### src/verilog/exu_cfg_pkg.sv
package exu_cfg_pkg;

  // Data and PC width of the execution stage
  localparam int xlen_dflt = 32;

  // Integer register file index
  localparam int rfidx_w = 5;

  typedef logic [rfidx_w-1:0] rfidx_t;

endpackage

### src/verilog/exu_decinfo_pkg.sv
package exu_decinfo_pkg;

  // Decode group, picks the compute unit
  typedef enum logic {
    grp_alu = 1'b0,
    grp_bjp = 1'b1
  } grp_e;

  typedef enum logic [3:0] {
    alu_add, alu_sub, alu_xor, alu_sll,
    alu_srl, alu_sra, alu_or, alu_and,
    alu_slt, alu_sltu, alu_lui,
    alu_ecall, alu_ebreak, alu_wfi  // Environment ops, no result
  } alu_op_e;

  // Conditional branches first, then jumps, then the special ops
  typedef enum logic [3:0] {
    bjp_beq, bjp_bne, bjp_blt, bjp_bge,
    bjp_bltu, bjp_bgeu,
    bjp_jal, bjp_jalr,
    bjp_mret, bjp_dret, bjp_fencei
  } bjp_op_e;

  // Functions of the shared datapath
  typedef enum logic [4:0] {
    dp_add, dp_sub, dp_xor, dp_sll,
    dp_srl, dp_sra, dp_or, dp_and,
    dp_slt, dp_sltu, dp_lui,
    dp_cmp_eq, dp_cmp_ne, dp_cmp_lt,
    dp_cmp_ge, dp_cmp_ltu, dp_cmp_geu
  } dpath_op_e;

  typedef struct packed {
    grp_e    grp;
    logic    rv32;     // Low for a compressed instruction
    logic    op1_pc;   // First operand is the PC
    logic    op2_imm;  // Second operand is the immediate
    logic    bprdt;    // Branch predicted taken
    alu_op_e alu_op;
    bjp_op_e bjp_op;
  } dec_info_t;

endpackage

### src/verilog/exu_unit_if.sv
`timescale 1ns/1ps

interface exu_unit_if
  import exu_cfg_pkg::*;
  import exu_decinfo_pkg::*;
#(
  parameter int xlen = xlen_dflt
) ();

  logic            sel;    // Unit owns the current instruction
  logic [xlen-1:0] rs1;
  logic [xlen-1:0] rs2;
  logic [xlen-1:0] imm;
  logic [xlen-1:0] pc;
  dec_info_t       info;
  logic            rdwen;

  // Unit result
  logic [xlen-1:0] wdat;
  logic            err;

  modport issue (
    output sel, rs1, rs2, imm, pc, info, rdwen,
    input  wdat, err
  );

  modport unit (
    input  sel, rs1, rs2, imm, pc, info, rdwen,
    output wdat, err
  );

endinterface

### src/verilog/alu_dpath_if.sv
`timescale 1ns/1ps

interface alu_dpath_if
  import exu_cfg_pkg::*;
  import exu_decinfo_pkg::*;
#(
  parameter int xlen = xlen_dflt
) ();

  logic            req;
  dpath_op_e       op;
  logic [xlen-1:0] op1;
  logic [xlen-1:0] op2;
  logic [xlen-1:0] res;
  logic            cmp_res;  // Outcome of a compare op

  modport unit  (output req, op, op1, op2, input  res, cmp_res);
  modport dpath (input  req, op, op1, op2, output res, cmp_res);

endinterface

### src/verilog/exu_alu_issue.sv
`timescale 1ns/1ps

module exu_alu_issue import exu_cfg_pkg::*; import exu_decinfo_pkg::*; #(
  parameter int xlen = xlen_dflt
) (
  input  logic            i_valid,
  output logic            o_ready,
  input  logic [xlen-1:0] i_rs1,
  input  logic [xlen-1:0] i_rs2,
  input  logic [xlen-1:0] i_imm,
  input  logic [xlen-1:0] i_pc,
  input  dec_info_t       i_info,
  input  rfidx_t          i_rdidx,
  input  logic            i_rdwen,
  input  logic            i_ilegl,
  input  logic            i_buserr,
  input  logic            i_misalgn,
  output logic            o_cmt_valid,
  input  logic            i_cmt_ready,
  output logic [xlen-1:0] o_cmt_pc,
  output logic            o_cmt_rv32,
  output logic            o_cmt_bjp,
  output logic            o_cmt_bjp_prdt,
  output logic            o_cmt_bjp_rslv,
  output logic            o_cmt_mret,
  output logic            o_cmt_dret,
  output logic            o_cmt_fencei,
  output logic            o_cmt_ecall,
  output logic            o_cmt_ebreak,
  output logic            o_cmt_wfi,
  output logic            o_cmt_ifu_ilegl,
  output logic            o_cmt_ifu_buserr,
  output logic            o_cmt_ifu_misalgn,
  output logic            o_wbck_valid,
  input  logic            i_wbck_ready,
  output logic [xlen-1:0] o_wbck_wdat,
  output rfidx_t          o_wbck_rdidx,

  exu_unit_if.issue       rglr_if,
  exu_unit_if.issue       bjp_if,
  input  logic            i_ecall,
  input  logic            i_ebreak,
  input  logic            i_wfi,
  input  logic            i_bjp,
  input  logic            i_prdt,
  input  logic            i_rslv,
  input  logic            i_mret,
  input  logic            i_dret,
  input  logic            i_fencei
);

  logic            ifu_excp;
  logic            sel_rglr;
  logic            sel_bjp;
  logic            wbck_err;
  logic            need_wbck;

  //////////////////////////////////////////////////
  // Dispatch by group
  assign ifu_excp = i_ilegl | i_buserr | i_misalgn;  // Overrides the group
  assign sel_rglr = ~ifu_excp & (i_info.grp == grp_alu);
  assign sel_bjp  = ~ifu_excp & (i_info.grp == grp_bjp);

  // Unselected unit sees all-zero operands
  assign rglr_if.sel   = sel_rglr;
  assign rglr_if.rs1   = sel_rglr ? i_rs1 : '0;
  assign rglr_if.rs2   = sel_rglr ? i_rs2 : '0;
  assign rglr_if.imm   = sel_rglr ? i_imm : '0;
  assign rglr_if.pc    = sel_rglr ? i_pc  : '0;
  assign rglr_if.info  = sel_rglr ? i_info : dec_info_t'('0);
  assign rglr_if.rdwen = sel_rglr & i_rdwen;

  assign bjp_if.sel    = sel_bjp;
  assign bjp_if.rs1    = sel_bjp ? i_rs1 : '0;
  assign bjp_if.rs2    = sel_bjp ? i_rs2 : '0;
  assign bjp_if.imm    = sel_bjp ? i_imm : '0;
  assign bjp_if.pc     = sel_bjp ? i_pc  : '0;
  assign bjp_if.info   = sel_bjp ? i_info : dec_info_t'('0);
  assign bjp_if.rdwen  = sel_bjp & i_rdwen;

  //////////////////////////////////////////////////
  // Result merge

  // Exception path writes zero, as no unit is selected
  assign o_wbck_wdat = ({xlen{sel_rglr}} & rglr_if.wdat)
                     | ({xlen{sel_bjp}}  & bjp_if.wdat);
  assign wbck_err    = (sel_rglr & rglr_if.err)
                     | (sel_bjp  & bjp_if.err)
                     | ifu_excp;  // Fetch exception always fails write-back

  // Both channels move together or not at all
  assign need_wbck    = i_rdwen & ~wbck_err;
  assign o_ready      = i_cmt_ready & (~need_wbck | i_wbck_ready);
  assign o_cmt_valid  = i_valid & (~need_wbck | i_wbck_ready);
  assign o_wbck_valid = need_wbck & i_valid & i_cmt_ready;
  assign o_wbck_rdidx = i_rdidx;

  assign o_cmt_pc          = i_pc;
  assign o_cmt_rv32        = i_info.rv32;
  assign o_cmt_bjp         = sel_bjp & i_bjp;
  assign o_cmt_bjp_prdt    = sel_bjp & i_prdt;
  assign o_cmt_bjp_rslv    = sel_bjp & i_rslv;
  assign o_cmt_mret        = sel_bjp & i_mret;
  assign o_cmt_dret        = sel_bjp & i_dret;
  assign o_cmt_fencei      = sel_bjp & i_fencei;
  assign o_cmt_ecall       = sel_rglr & i_ecall;
  assign o_cmt_ebreak      = sel_rglr & i_ebreak;
  assign o_cmt_wfi         = sel_rglr & i_wfi;
  assign o_cmt_ifu_ilegl   = i_ilegl;
  assign o_cmt_ifu_buserr  = i_buserr;
  assign o_cmt_ifu_misalgn = i_misalgn;

endmodule

### src/verilog/exu_alu_rglr.sv
`timescale 1ns/1ps

module exu_alu_rglr import exu_cfg_pkg::*; import exu_decinfo_pkg::*; #(
  parameter int xlen = xlen_dflt
) (
  exu_unit_if.unit   u_if,
  alu_dpath_if.unit  dp_if,
  output logic       o_ecall,
  output logic       o_ebreak,
  output logic       o_wfi
);

  logic env_op;

  assign o_ecall  = (u_if.info.alu_op == alu_ecall);
  assign o_ebreak = (u_if.info.alu_op == alu_ebreak);
  assign o_wfi    = (u_if.info.alu_op == alu_wfi);
  assign env_op   = o_ecall | o_ebreak | o_wfi;

  // Datapath only needed when the result is written back
  assign dp_if.req = u_if.sel & u_if.rdwen;
  assign dp_if.op1 = u_if.info.op1_pc  ? u_if.pc  : u_if.rs1;
  assign dp_if.op2 = u_if.info.op2_imm ? u_if.imm : u_if.rs2;

  always_comb begin
    case (u_if.info.alu_op)
      alu_add:  dp_if.op = dp_add;
      alu_sub:  dp_if.op = dp_sub;
      alu_xor:  dp_if.op = dp_xor;
      alu_sll:  dp_if.op = dp_sll;
      alu_srl:  dp_if.op = dp_srl;
      alu_sra:  dp_if.op = dp_sra;
      alu_or:   dp_if.op = dp_or;
      alu_and:  dp_if.op = dp_and;
      alu_slt:  dp_if.op = dp_slt;
      alu_sltu: dp_if.op = dp_sltu;
      alu_lui:  dp_if.op = dp_lui;
      default:  dp_if.op = dp_add;  // Env ops, result unused
    endcase
  end

  // Env ops trap at commit and write nothing
  assign u_if.wdat = dp_if.res & {xlen{~env_op}};
  assign u_if.err  = env_op;

endmodule

### src/verilog/exu_alu_bjp.sv
`timescale 1ns/1ps

module exu_alu_bjp import exu_cfg_pkg::*; import exu_decinfo_pkg::*; #(
  parameter int xlen = xlen_dflt
) (
  exu_unit_if.unit   u_if,
  alu_dpath_if.unit  dp_if,
  output logic       o_bjp,
  output logic       o_prdt,
  output logic       o_rslv,
  output logic       o_mret,
  output logic       o_dret,
  output logic       o_fencei
);

  logic jump;
  logic branch;

  assign jump   = (u_if.info.bjp_op == bjp_jal) | (u_if.info.bjp_op == bjp_jalr);
  assign branch = (u_if.info.bjp_op <= bjp_bgeu);

  // Jumps add the link offset to the PC, branches compare rs1 and rs2
  assign dp_if.req = u_if.sel;
  assign dp_if.op1 = jump ? u_if.pc : u_if.rs1;
  assign dp_if.op2 = jump ? {{(xlen-3){1'b0}}, u_if.info.rv32, ~u_if.info.rv32, 1'b0}
                          : u_if.rs2;  // 4, or 2 when compressed

  always_comb begin
    case (u_if.info.bjp_op)
      bjp_beq:  dp_if.op = dp_cmp_eq;
      bjp_bne:  dp_if.op = dp_cmp_ne;
      bjp_blt:  dp_if.op = dp_cmp_lt;
      bjp_bge:  dp_if.op = dp_cmp_ge;
      bjp_bltu: dp_if.op = dp_cmp_ltu;
      bjp_bgeu: dp_if.op = dp_cmp_geu;
      default:  dp_if.op = dp_add;
    endcase
  end

  assign u_if.wdat = dp_if.res;  // Link address on jumps
  assign u_if.err  = 1'b0;

  assign o_bjp    = jump | branch;
  assign o_prdt   = u_if.info.bprdt;
  assign o_rslv   = jump | (branch & dp_if.cmp_res);
  assign o_mret   = (u_if.info.bjp_op == bjp_mret);
  assign o_dret   = (u_if.info.bjp_op == bjp_dret);
  assign o_fencei = (u_if.info.bjp_op == bjp_fencei);

endmodule

### src/verilog/exu_alu_dpath.sv
`timescale 1ns/1ps

module exu_alu_dpath import exu_cfg_pkg::*; import exu_decinfo_pkg::*; #(
  parameter int xlen = xlen_dflt
) (
  alu_dpath_if.dpath rglr_dp,
  alu_dpath_if.dpath bjp_dp
);

  localparam int shw = $clog2(xlen);

  dpath_op_e       op;
  logic [xlen-1:0] op1;
  logic [xlen-1:0] op2;
  logic            sub_en;
  logic            sgn_en;
  logic [xlen:0]   add_a;
  logic [xlen:0]   add_b;
  logic [xlen:0]   add_res;
  logic            lt;
  logic            eq;
  logic [xlen-1:0] op1_rev;
  logic [xlen-1:0] shin;
  logic [xlen-1:0] shr_res;
  logic [xlen-1:0] sll_res;
  logic [xlen-1:0] res;
  logic            cmp_res;

  // Regular ALU wins when both sides request
  assign op  = rglr_dp.req ? rglr_dp.op  : bjp_dp.op;
  assign op1 = rglr_dp.req ? rglr_dp.op1 : bjp_dp.op1;
  assign op2 = rglr_dp.req ? rglr_dp.op2 : bjp_dp.op2;

  //////////////////////////////////////////////////
  // Shared adder, one extra bit for the compare
  assign sub_en = (op == dp_sub) | (op == dp_slt) | (op == dp_sltu) | (op >= dp_cmp_eq);
  assign sgn_en = (op == dp_slt) | (op == dp_cmp_lt) | (op == dp_cmp_ge);
  assign add_a  = {sgn_en & op1[xlen-1], op1};
  assign add_b  = {sgn_en & op2[xlen-1], op2};
  assign add_res = add_a + (sub_en ? ~add_b : add_b) + {{xlen{1'b0}}, sub_en};

  assign lt = add_res[xlen];          // Sign of the difference
  assign eq = ~|add_res[xlen-1:0];

  //////////////////////////////////////////////////
  // Right shifter, left shift by bit reversal
  for (genvar i = 0; i < xlen; i++) begin : g_rev
    assign op1_rev[i] = op1[xlen-1-i];
    assign sll_res[i] = shr_res[xlen-1-i];
  end

  assign shin    = (op == dp_sll) ? op1_rev : op1;
  assign shr_res = xlen'($signed({(op == dp_sra) & op1[xlen-1], shin}) >>> op2[shw-1:0]);

  always_comb begin
    case (op)
      dp_add, dp_sub:  res = add_res[xlen-1:0];
      dp_xor:          res = op1 ^ op2;
      dp_sll:          res = sll_res;
      dp_srl, dp_sra:  res = shr_res;
      dp_or:           res = op1 | op2;
      dp_and:          res = op1 & op2;
      dp_slt, dp_sltu: res = {{(xlen-1){1'b0}}, lt};
      dp_lui:          res = op2;  // Immediate already shifted by decode
      default:         res = '0;
    endcase
  end

  always_comb begin
    case (op)
      dp_cmp_eq:              cmp_res = eq;
      dp_cmp_ne:              cmp_res = ~eq;
      dp_cmp_lt, dp_cmp_ltu:  cmp_res = lt;
      dp_cmp_ge, dp_cmp_geu:  cmp_res = ~lt;
      default:                cmp_res = 1'b0;
    endcase
  end

  assign rglr_dp.res     = res;
  assign rglr_dp.cmp_res = cmp_res;
  assign bjp_dp.res      = res;
  assign bjp_dp.cmp_res  = cmp_res;

endmodule

### src/verilog/exu_alu.sv
`timescale 1ns/1ps

module exu_alu import exu_cfg_pkg::*; import exu_decinfo_pkg::*; #(
  parameter int xlen = xlen_dflt
) (
  input  logic            i_valid,
  output logic            o_ready,
  input  logic [xlen-1:0] i_rs1,
  input  logic [xlen-1:0] i_rs2,
  input  logic [xlen-1:0] i_imm,
  input  logic [xlen-1:0] i_pc,
  input  dec_info_t       i_info,
  input  rfidx_t          i_rdidx,
  input  logic            i_rdwen,
  input  logic            i_ilegl,
  input  logic            i_buserr,
  input  logic            i_misalgn,

  // Commit channel
  output logic            o_cmt_valid,
  input  logic            i_cmt_ready,
  output logic [xlen-1:0] o_cmt_pc,
  output logic            o_cmt_rv32,
  output logic            o_cmt_bjp,
  output logic            o_cmt_bjp_prdt,
  output logic            o_cmt_bjp_rslv,
  output logic            o_cmt_mret,
  output logic            o_cmt_dret,
  output logic            o_cmt_fencei,
  output logic            o_cmt_ecall,
  output logic            o_cmt_ebreak,
  output logic            o_cmt_wfi,
  output logic            o_cmt_ifu_ilegl,
  output logic            o_cmt_ifu_buserr,
  output logic            o_cmt_ifu_misalgn,

  // Write-back channel
  output logic            o_wbck_valid,
  input  logic            i_wbck_ready,
  output logic [xlen-1:0] o_wbck_wdat,
  output rfidx_t          o_wbck_rdidx
);

  logic rglr_ecall;
  logic rglr_ebreak;
  logic rglr_wfi;
  logic bjp_cmt;
  logic bjp_prdt;
  logic bjp_rslv;
  logic bjp_mret;
  logic bjp_dret;
  logic bjp_fencei;

  exu_unit_if  #(.xlen(xlen)) rglr_uif ();
  exu_unit_if  #(.xlen(xlen)) bjp_uif ();
  alu_dpath_if #(.xlen(xlen)) rglr_dpif ();
  alu_dpath_if #(.xlen(xlen)) bjp_dpif ();

  exu_alu_issue #(.xlen(xlen)) u_exu_alu_issue (
    .*,
    .rglr_if  (rglr_uif),
    .bjp_if   (bjp_uif),
    .i_ecall  (rglr_ecall),
    .i_ebreak (rglr_ebreak),
    .i_wfi    (rglr_wfi),
    .i_bjp    (bjp_cmt),
    .i_prdt   (bjp_prdt),
    .i_rslv   (bjp_rslv),
    .i_mret   (bjp_mret),
    .i_dret   (bjp_dret),
    .i_fencei (bjp_fencei)
  );

  exu_alu_rglr #(.xlen(xlen)) u_exu_alu_rglr (
    .u_if     (rglr_uif),
    .dp_if    (rglr_dpif),
    .o_ecall  (rglr_ecall),
    .o_ebreak (rglr_ebreak),
    .o_wfi    (rglr_wfi)
  );

  exu_alu_bjp #(.xlen(xlen)) u_exu_alu_bjp (
    .u_if     (bjp_uif),
    .dp_if    (bjp_dpif),
    .o_bjp    (bjp_cmt),
    .o_prdt   (bjp_prdt),
    .o_rslv   (bjp_rslv),
    .o_mret   (bjp_mret),
    .o_dret   (bjp_dret),
    .o_fencei (bjp_fencei)
  );

  exu_alu_dpath #(.xlen(xlen)) u_exu_alu_dpath (
    .rglr_dp (rglr_dpif),
    .bjp_dp  (bjp_dpif)
  );

endmodule

### config.mk
export PLATFORM = sky130hd
export DESIGN_NAME = exu_alu
export DESIGN_NICKNAME = d
export VERILOG_FILES = /design/src/verilog/exu_cfg_pkg.sv /design/src/verilog/exu_decinfo_pkg.sv /design/src/verilog/exu_unit_if.sv /design/src/verilog/alu_dpath_if.sv /design/src/verilog/exu_alu_issue.sv /design/src/verilog/exu_alu_rglr.sv /design/src/verilog/exu_alu_bjp.sv /design/src/verilog/exu_alu_dpath.sv /design/src/verilog/exu_alu.sv
export SDC_FILE = /design/constraint.sdc
export NUM_CORES = 1
export LEC_CHECK = 0
export BUFFER_PORTS_ARGS = -buffer_cell sky130_fd_sc_hd__buf_2
export CORE_ASPECT_RATIO = 2
export CORE_MARGIN = 1
export CORE_UTILIZATION = 45
export DETAILED_ROUTE_END_ITERATION = 8
export GPL_TIMING_DRIVEN = 0
export PLACE_DENSITY = 0.7
export SKIP_LAST_GASP = 1
export SYNTH_ARGS = -nofsm -noshare
export SYNTH_HDL_FRONTEND = slang
export SYNTH_SLANG_ARGS = --single-unit
### constraint.sdc
create_clock -name vclk -period 17.2
set_input_delay 3.44 -clock vclk [all_inputs]
set_output_delay 3.44 -clock vclk [all_outputs]
set_load 0.1 [all_outputs]
==> reports/qor.yml, run 1 <==
critPathBufInv: 6
crit_family: "compound AO/OA/AOI/OAI gates"
cts_resized: 0
num_rows: 71
worstPathArrival_ns: 12.60
setup_tns_ns: 0
seq_area_frac_synth_pct: 0
outcome: "completed"
synth_area_leader_cell: "ha_1"
num_antenna_cells: 0
hold_path_startpoint: "i_rdidx[2]"
hold_end: "o_wbck_rdidx[2]"
tightest_slew_ns: 1.28
routed_wl_um: 50700
synth_area_mm2: 0.00872
final_antenna_net_count: 0
cap_violations: 0
num_vias: 12100
track_usage_pct: 51.3
core_area_mm2: 0.0189
p_leak_nw: 5.25
dp_hpwl_um: 42100
slowest_stage: "o31ai_1"
clock_buffers: 0
vdd_drop_max_mv: 0.0258
synth_top_area_share_pct: 14.1
initial_core_util_pct: 46.1
ys_warn_count: 0
finalCritPeriodShare_pct: 93.2
synthesis.instances: 1289
worstHoldPathCells: 2
synth_fa_ha_area_share_pct: 14.4
nFillCells: 2017
routed_via_density: 6.82
synthDistinctLibCells: 93
gr-total-overflow: 0
grt_pass1_wl_um: 75500
crit_top_cell: "clkbuf_1"
grt_pass1_vias: 11900
path_max_fanout: 10
post_cts_buffers: 0
path_cells: "buf_2 > nor3_1 > and3_1 > clkbuf_1 > clkbuf_1 > a22oi_1 > clkbuf_1 > clkbuf_1 > xnor2_1 > ha_1 > nor2_1 > o31ai_1 > nor2_1 > o221ai_1 > o221ai_1 > nor4bb_1 > o2111ai_1 > a2111oi_0 > o2111ai_1 > nor4_2 > mux2i_1 > nand2_1 > buf_2"
period_needed_ns: 16.04
fin_nets: 1777
p_per_area_mw_per_mm2: 32.4
routedWlPerCell_um: 28.5
die_area_mm2: 0.0200
critPathLaunchType: "input port"
dr.pass1.iters: 8
synth_compound_area_share_pct: 36.9
hold_class: "input port to output port"
ctsHoldBuffers: 0
ys_top_cells_by_area: "ha_1 14%, mux2i_1 9.8%, nand2_1 6.1%"
seq_area_um2: 0
numSequentialCells: 0
grt_max_degree: 11
ioPinCount: 238
synth_xor_area_share_pct: 5.22
slowest_delay_ns: 0.93
drcViolationCount: 0
synth.most_common_cell: "nand2_1"
finalHoldViolCount: 0
drive_gt1_share_pct: 22.3
cp-end-kind: "output port"
post-place-ws_ns: 1.84
syn2layout_area_growth_pct: 17.1
avgSynthCellArea_um2: 6.76
max_freq_mhz: 62.4
antenna_found_initial: 0
synth_mux_area_share_pct: 12.3
yosys.area_share.simple_pct: 20.0
final_core_util_pct: 54.0
finalSetupViolations: 0
slew_headroom_pct: 14.2
ys_top_cells_by_count: "141 x nand2_1, 98 x ha_1, 91 x nor2_1"
whs_ns: 7.26
criticalPathCategory: "input port to output port"
die_width_um: 100
synth_nets: 1541
rsz0062_at_grt: "no"
numPortBuffers: 233
die_h_um: 199
worstPathRequired_ns: 13.76
synth_top_family_by_area: "compound AO/OA/AOI/OAI gates"
finalMaxSlewViolations: 0
gp_congestion: 1.08
multi_input_area_mm2: 0.00775
worst_slack_ns: 1.16
first_iter_violations: 1025
-- through the flow --
stage                     area (um2)  total power, mW  cells
after floorplan                 8720            0.220   1289
after global placement         10200            0.314   1777
after detailed placement       10200            0.317   1778
after CTS                      10200            0.318   1778
after global routing           10200            0.348   1778
final                          10200            0.331   1778
-- cell usage in the layout, fill, tap and decap left out, drive strengths merged, types with 8 or more instances in the layout --
| master | n |
|---|---|
| a211oi | 19 |
| a21o | 22 |
| a21oi | 87 |
| a221o | 13 |
| a221oi | 20 |
| a22o | 17 |
| a22oi | 62 |
| a31oi | 20 |
| and2 | 10 |
| and3 | 11 |
| buf | 299 |
| clkbuf | 57 |
| ha | 98 |
| inv | 77 |
| mux2 | 18 |
| mux2i | 86 |
| nand2 | 141 |
| nand3 | 27 |
| nand4 | 10 |
| nor2 | 91 |
| nor3 | 34 |
| o2111ai | 8 |
| o211ai | 14 |
| o21a | 12 |
| o21ai | 77 |
| o221ai | 10 |
| o22ai | 31 |
| xnor2 | 43 |
| xor2 | 9 |
-- worst max-delay path by stage --
stage / start / end / slack [ns] / cells after the start
after global routing: i_buserr / o_cmt_bjp_rslv / 0.94 / 23
final: i_buserr / o_cmt_bjp_rslv / 1.16 / 23
after detailed placement: i_buserr / o_cmt_bjp_rslv / 1.84 / 23
after global placement: i_buserr / o_cmt_bjp_rslv / 1.70 / 23
after floorplan: i_buserr / o_wbck_wdat[16] / 3.87 / 18
after CTS: i_buserr / o_cmt_bjp_rslv / 1.81 / 23
-- report_power, final --
| part | internal, mW | switching [mW] |
|---|---|---|
| Sequential | 0 | 0 |
| Combinational | 0.104 | 0.227 |
| Clock | 0 | 0 |
| Total | 0.104 | 0.227 |
-- kinds of logic after synthesis --
kind of cell	count (synthesis)
AOI/OAI and AO/OA	460
xor gates and xnor gates	52
adders and majority gates	100
buffers and inverters	201
muxes	104
and+or+nand+nor	372
-- per-layer routing --
layer | global-route usage (%) | vias up | part of all wire [%]
met1 | 47.1 | 5605 | 30
met2 | 85.9 | 875 | 48
met4 | 53.7 | 2 | 13
met5 | 3.45 | - | 0.16
li1 | - | 5287 | -
met3 | 15.3 | 361 | 8.7
-- layout make-up --
| type | instances | share of cell area, % |
|---|---|---|
| multi-input combinational | 1088 | 75.9 |
| timing repair buffer | 234 | 11.5 |
| buffer | 122 | 6.61 |
| tap | 255 | 3.13 |
| inverter | 79 | 2.90 |
(Power assumes the default switching activity.)
==> run 2: changes to the inputs <==
- MAX_ROUTING_LAYER: not set -> met4
- PLACE_DENSITY: 0.7 -> 0.67
- SYNTH_HIERARCHICAL: not set -> 1
==> reports/qor.yml, run 2 <==
outcome: "completed"  # unchanged
fin_area_mm2: 0.0144  # was 0.0102 mm2
max_freq_mhz: 63.3  # was 62.4 MHz
slowest_delay_ns: 0.90  # was 0.93 ns
numSequentialCells: 0  # unchanged
critPathLaunchType: "input port"  # unchanged
synth_nets: 2006  # was 1541
grt_pass1_wl_um: 85000  # was 75500 um
finalCritPeriodShare_pct: 91.8  # was 93.2%
dp_hpwl_um: 50800  # was 42100 um
setup_tns_ns: 0  # unchanged
cp-end-kind: "output port"  # unchanged
cts_resized: 0  # unchanged
num_rows: 86  # was 71
ys_warn_count: 6  # was 0
avgSynthCellArea_um2: 7.27  # was 6.76 um2
ctsHoldBuffers: 0  # unchanged
initial_core_util_pct: 46.1  # about the same
grt_pass1_vias: 14000  # was 11900
die_area_mm2: 0.0290  # was 0.0200 mm2
gp_congestion: 1.09  # was 1.08
numPortBuffers: 233  # unchanged
final_common_cell: "and2_1"  # was buf_2
p_per_area_mw_per_mm2: 20.3  # was 32.4 mW/mm2
routed_wl_um: 58900  # was 50700 um
routedWlPerCell_um: 25.2  # was 28.5 um
finalSetupViolations: 0  # unchanged
criticalPathCategory: "input port to output port"  # unchanged
synth_area_mm2: 0.0127  # was 0.00872 mm2
first_iter_violations: 883  # was 1025
grt_max_degree: 11  # unchanged
rsz0062_at_grt: "no"  # unchanged
core_area_mm2: 0.0277  # was 0.0189 mm2
slew_headroom_pct: 16.2  # was 14.2%
die_width_um: 121  # was 100 um
vdd_drop_max_mv: 0.0340  # was 0.0258 mV
antenna_found_initial: 1  # was 0
synthesis.instances: 1754  # was 1289
track_usage_pct: 40.9  # was 51.3%
dr.pass1.iters: 5  # was 8
crit_top_cell: "a21oi_1"  # was clkbuf_1
drive_gt1_share_pct: 25.5  # was 22.3%
hold_class: "input port to output port"  # unchanged
cap_violations: 0  # unchanged
finalHoldViolCount: 0  # unchanged
tightest_slew_ns: 1.23  # was 1.28 ns
num_vias: 14000  # was 12100
place_area_mm2: 0.0144  # was 0.0102 mm2
p_leak_nw: 7.53  # was 5.25 nW
worstPathRequired_ns: 13.76  # about the same
final_antenna_net_count: 0  # unchanged
mostFrequentLayoutCells: "283 x and2_1, 252 x buf_2, 145 x mux2i_1"  # was 244 x buf_2, 141 x nand2_1, 98 x ha_1
path_max_fanout: 10  # unchanged
period_needed_ns: 15.79  # was 16.04 ns
fin_nets: 2244  # was 1777
finalMaxSlewViolations: 0  # unchanged
gr-total-overflow: 0  # unchanged
drcViolationCount: 0  # unchanged
routed_via_density: 6.00  # was 6.82
post_cts_buffers: 0  # unchanged
clock_buffers: 0  # unchanged
worstPathArrival_ns: 12.35  # was 12.60 ns
slowest_stage: "nor4b_4"  # was o31ai_1
ioPinCount: 238  # unchanged
syn2layout_area_growth_pct: 12.8  # was 17.1%
num_antenna_cells: 0  # unchanged
die_h_um: 240  # was 199 um
seq_area_um2: 0  # unchanged
==> run 2: area by class of cell <==
cell class | instances | area [um2]
Buffer | 237 | 1520
Fill cell | 2844 | 13300
Inverter | 75 | 282
Multi-Input combinational cell | 1442 | 11000
Tap cell | 352 | 440
Timing Repair Buffer | 236 | 1190
==> run 2: metrics by stage <==
| step | cells | worst slack (ns) | power [mW] | hold slack, ns | util, % |
|---|---|---|---|---|---|
| after floorplan | 1754 | 3.95 | 0.192 | 7.09 | - |
| after global routing | 2342 | 1.06 | 0.306 | 7.27 | 52.0 |
| after global placement | 2339 | 1.55 | 0.283 | 7.26 | 51.9 |
| after CTS | 2342 | 1.63 | 0.287 | 7.26 | 52.0 |
| after detailed placement | 2342 | 1.67 | 0.285 | 7.26 | 52.0 |
| final | 2342 | 1.41 | 0.292 | 7.26 | 52.0 |
==> run 2: power by group <==
| group | internal [mW] | switching (mW) |
|---|---|---|
| Combinational | 0.0974 | 0.195 |
| Clock | 0 | 0 |
| Sequential | 0 | 0 |
==> run 2: final timing paths <==
path,startpoint,to,cells past startpoint
setup / recovery,i_buserr,o_cmt_bjp_rslv,29
hold / removal,i_rdidx[2],o_wbck_rdidx[2],2
==> run 2: per-layer routing <==
metal / wire length, um / vias to the layer above / global-route usage, % / part of all wire (%)
li1: - / 6535 / - / -
met5: 0 / - / - / 0
met3: 3190 / 260 / 5.15 / 5.4
met4: 6500 / 0 / 37.0 / 11
met1: 19600 / 6629 / 37.0 / 33
met2: 29700 / 617 / 73.4 / 50
==> run 2: worst max-delay path, delay by kind of cell <==
kind	cells	cell delay (ns)
adder cells (fa/ha/maj)	1	0.39
AND/OR/NAND/NOR	10	2.82
buffers and inverters	5	1.86
AO/OA/AOI/OAI	10	2.76
multiplexers	1	0.29
XOR/XNOR	2	0.75
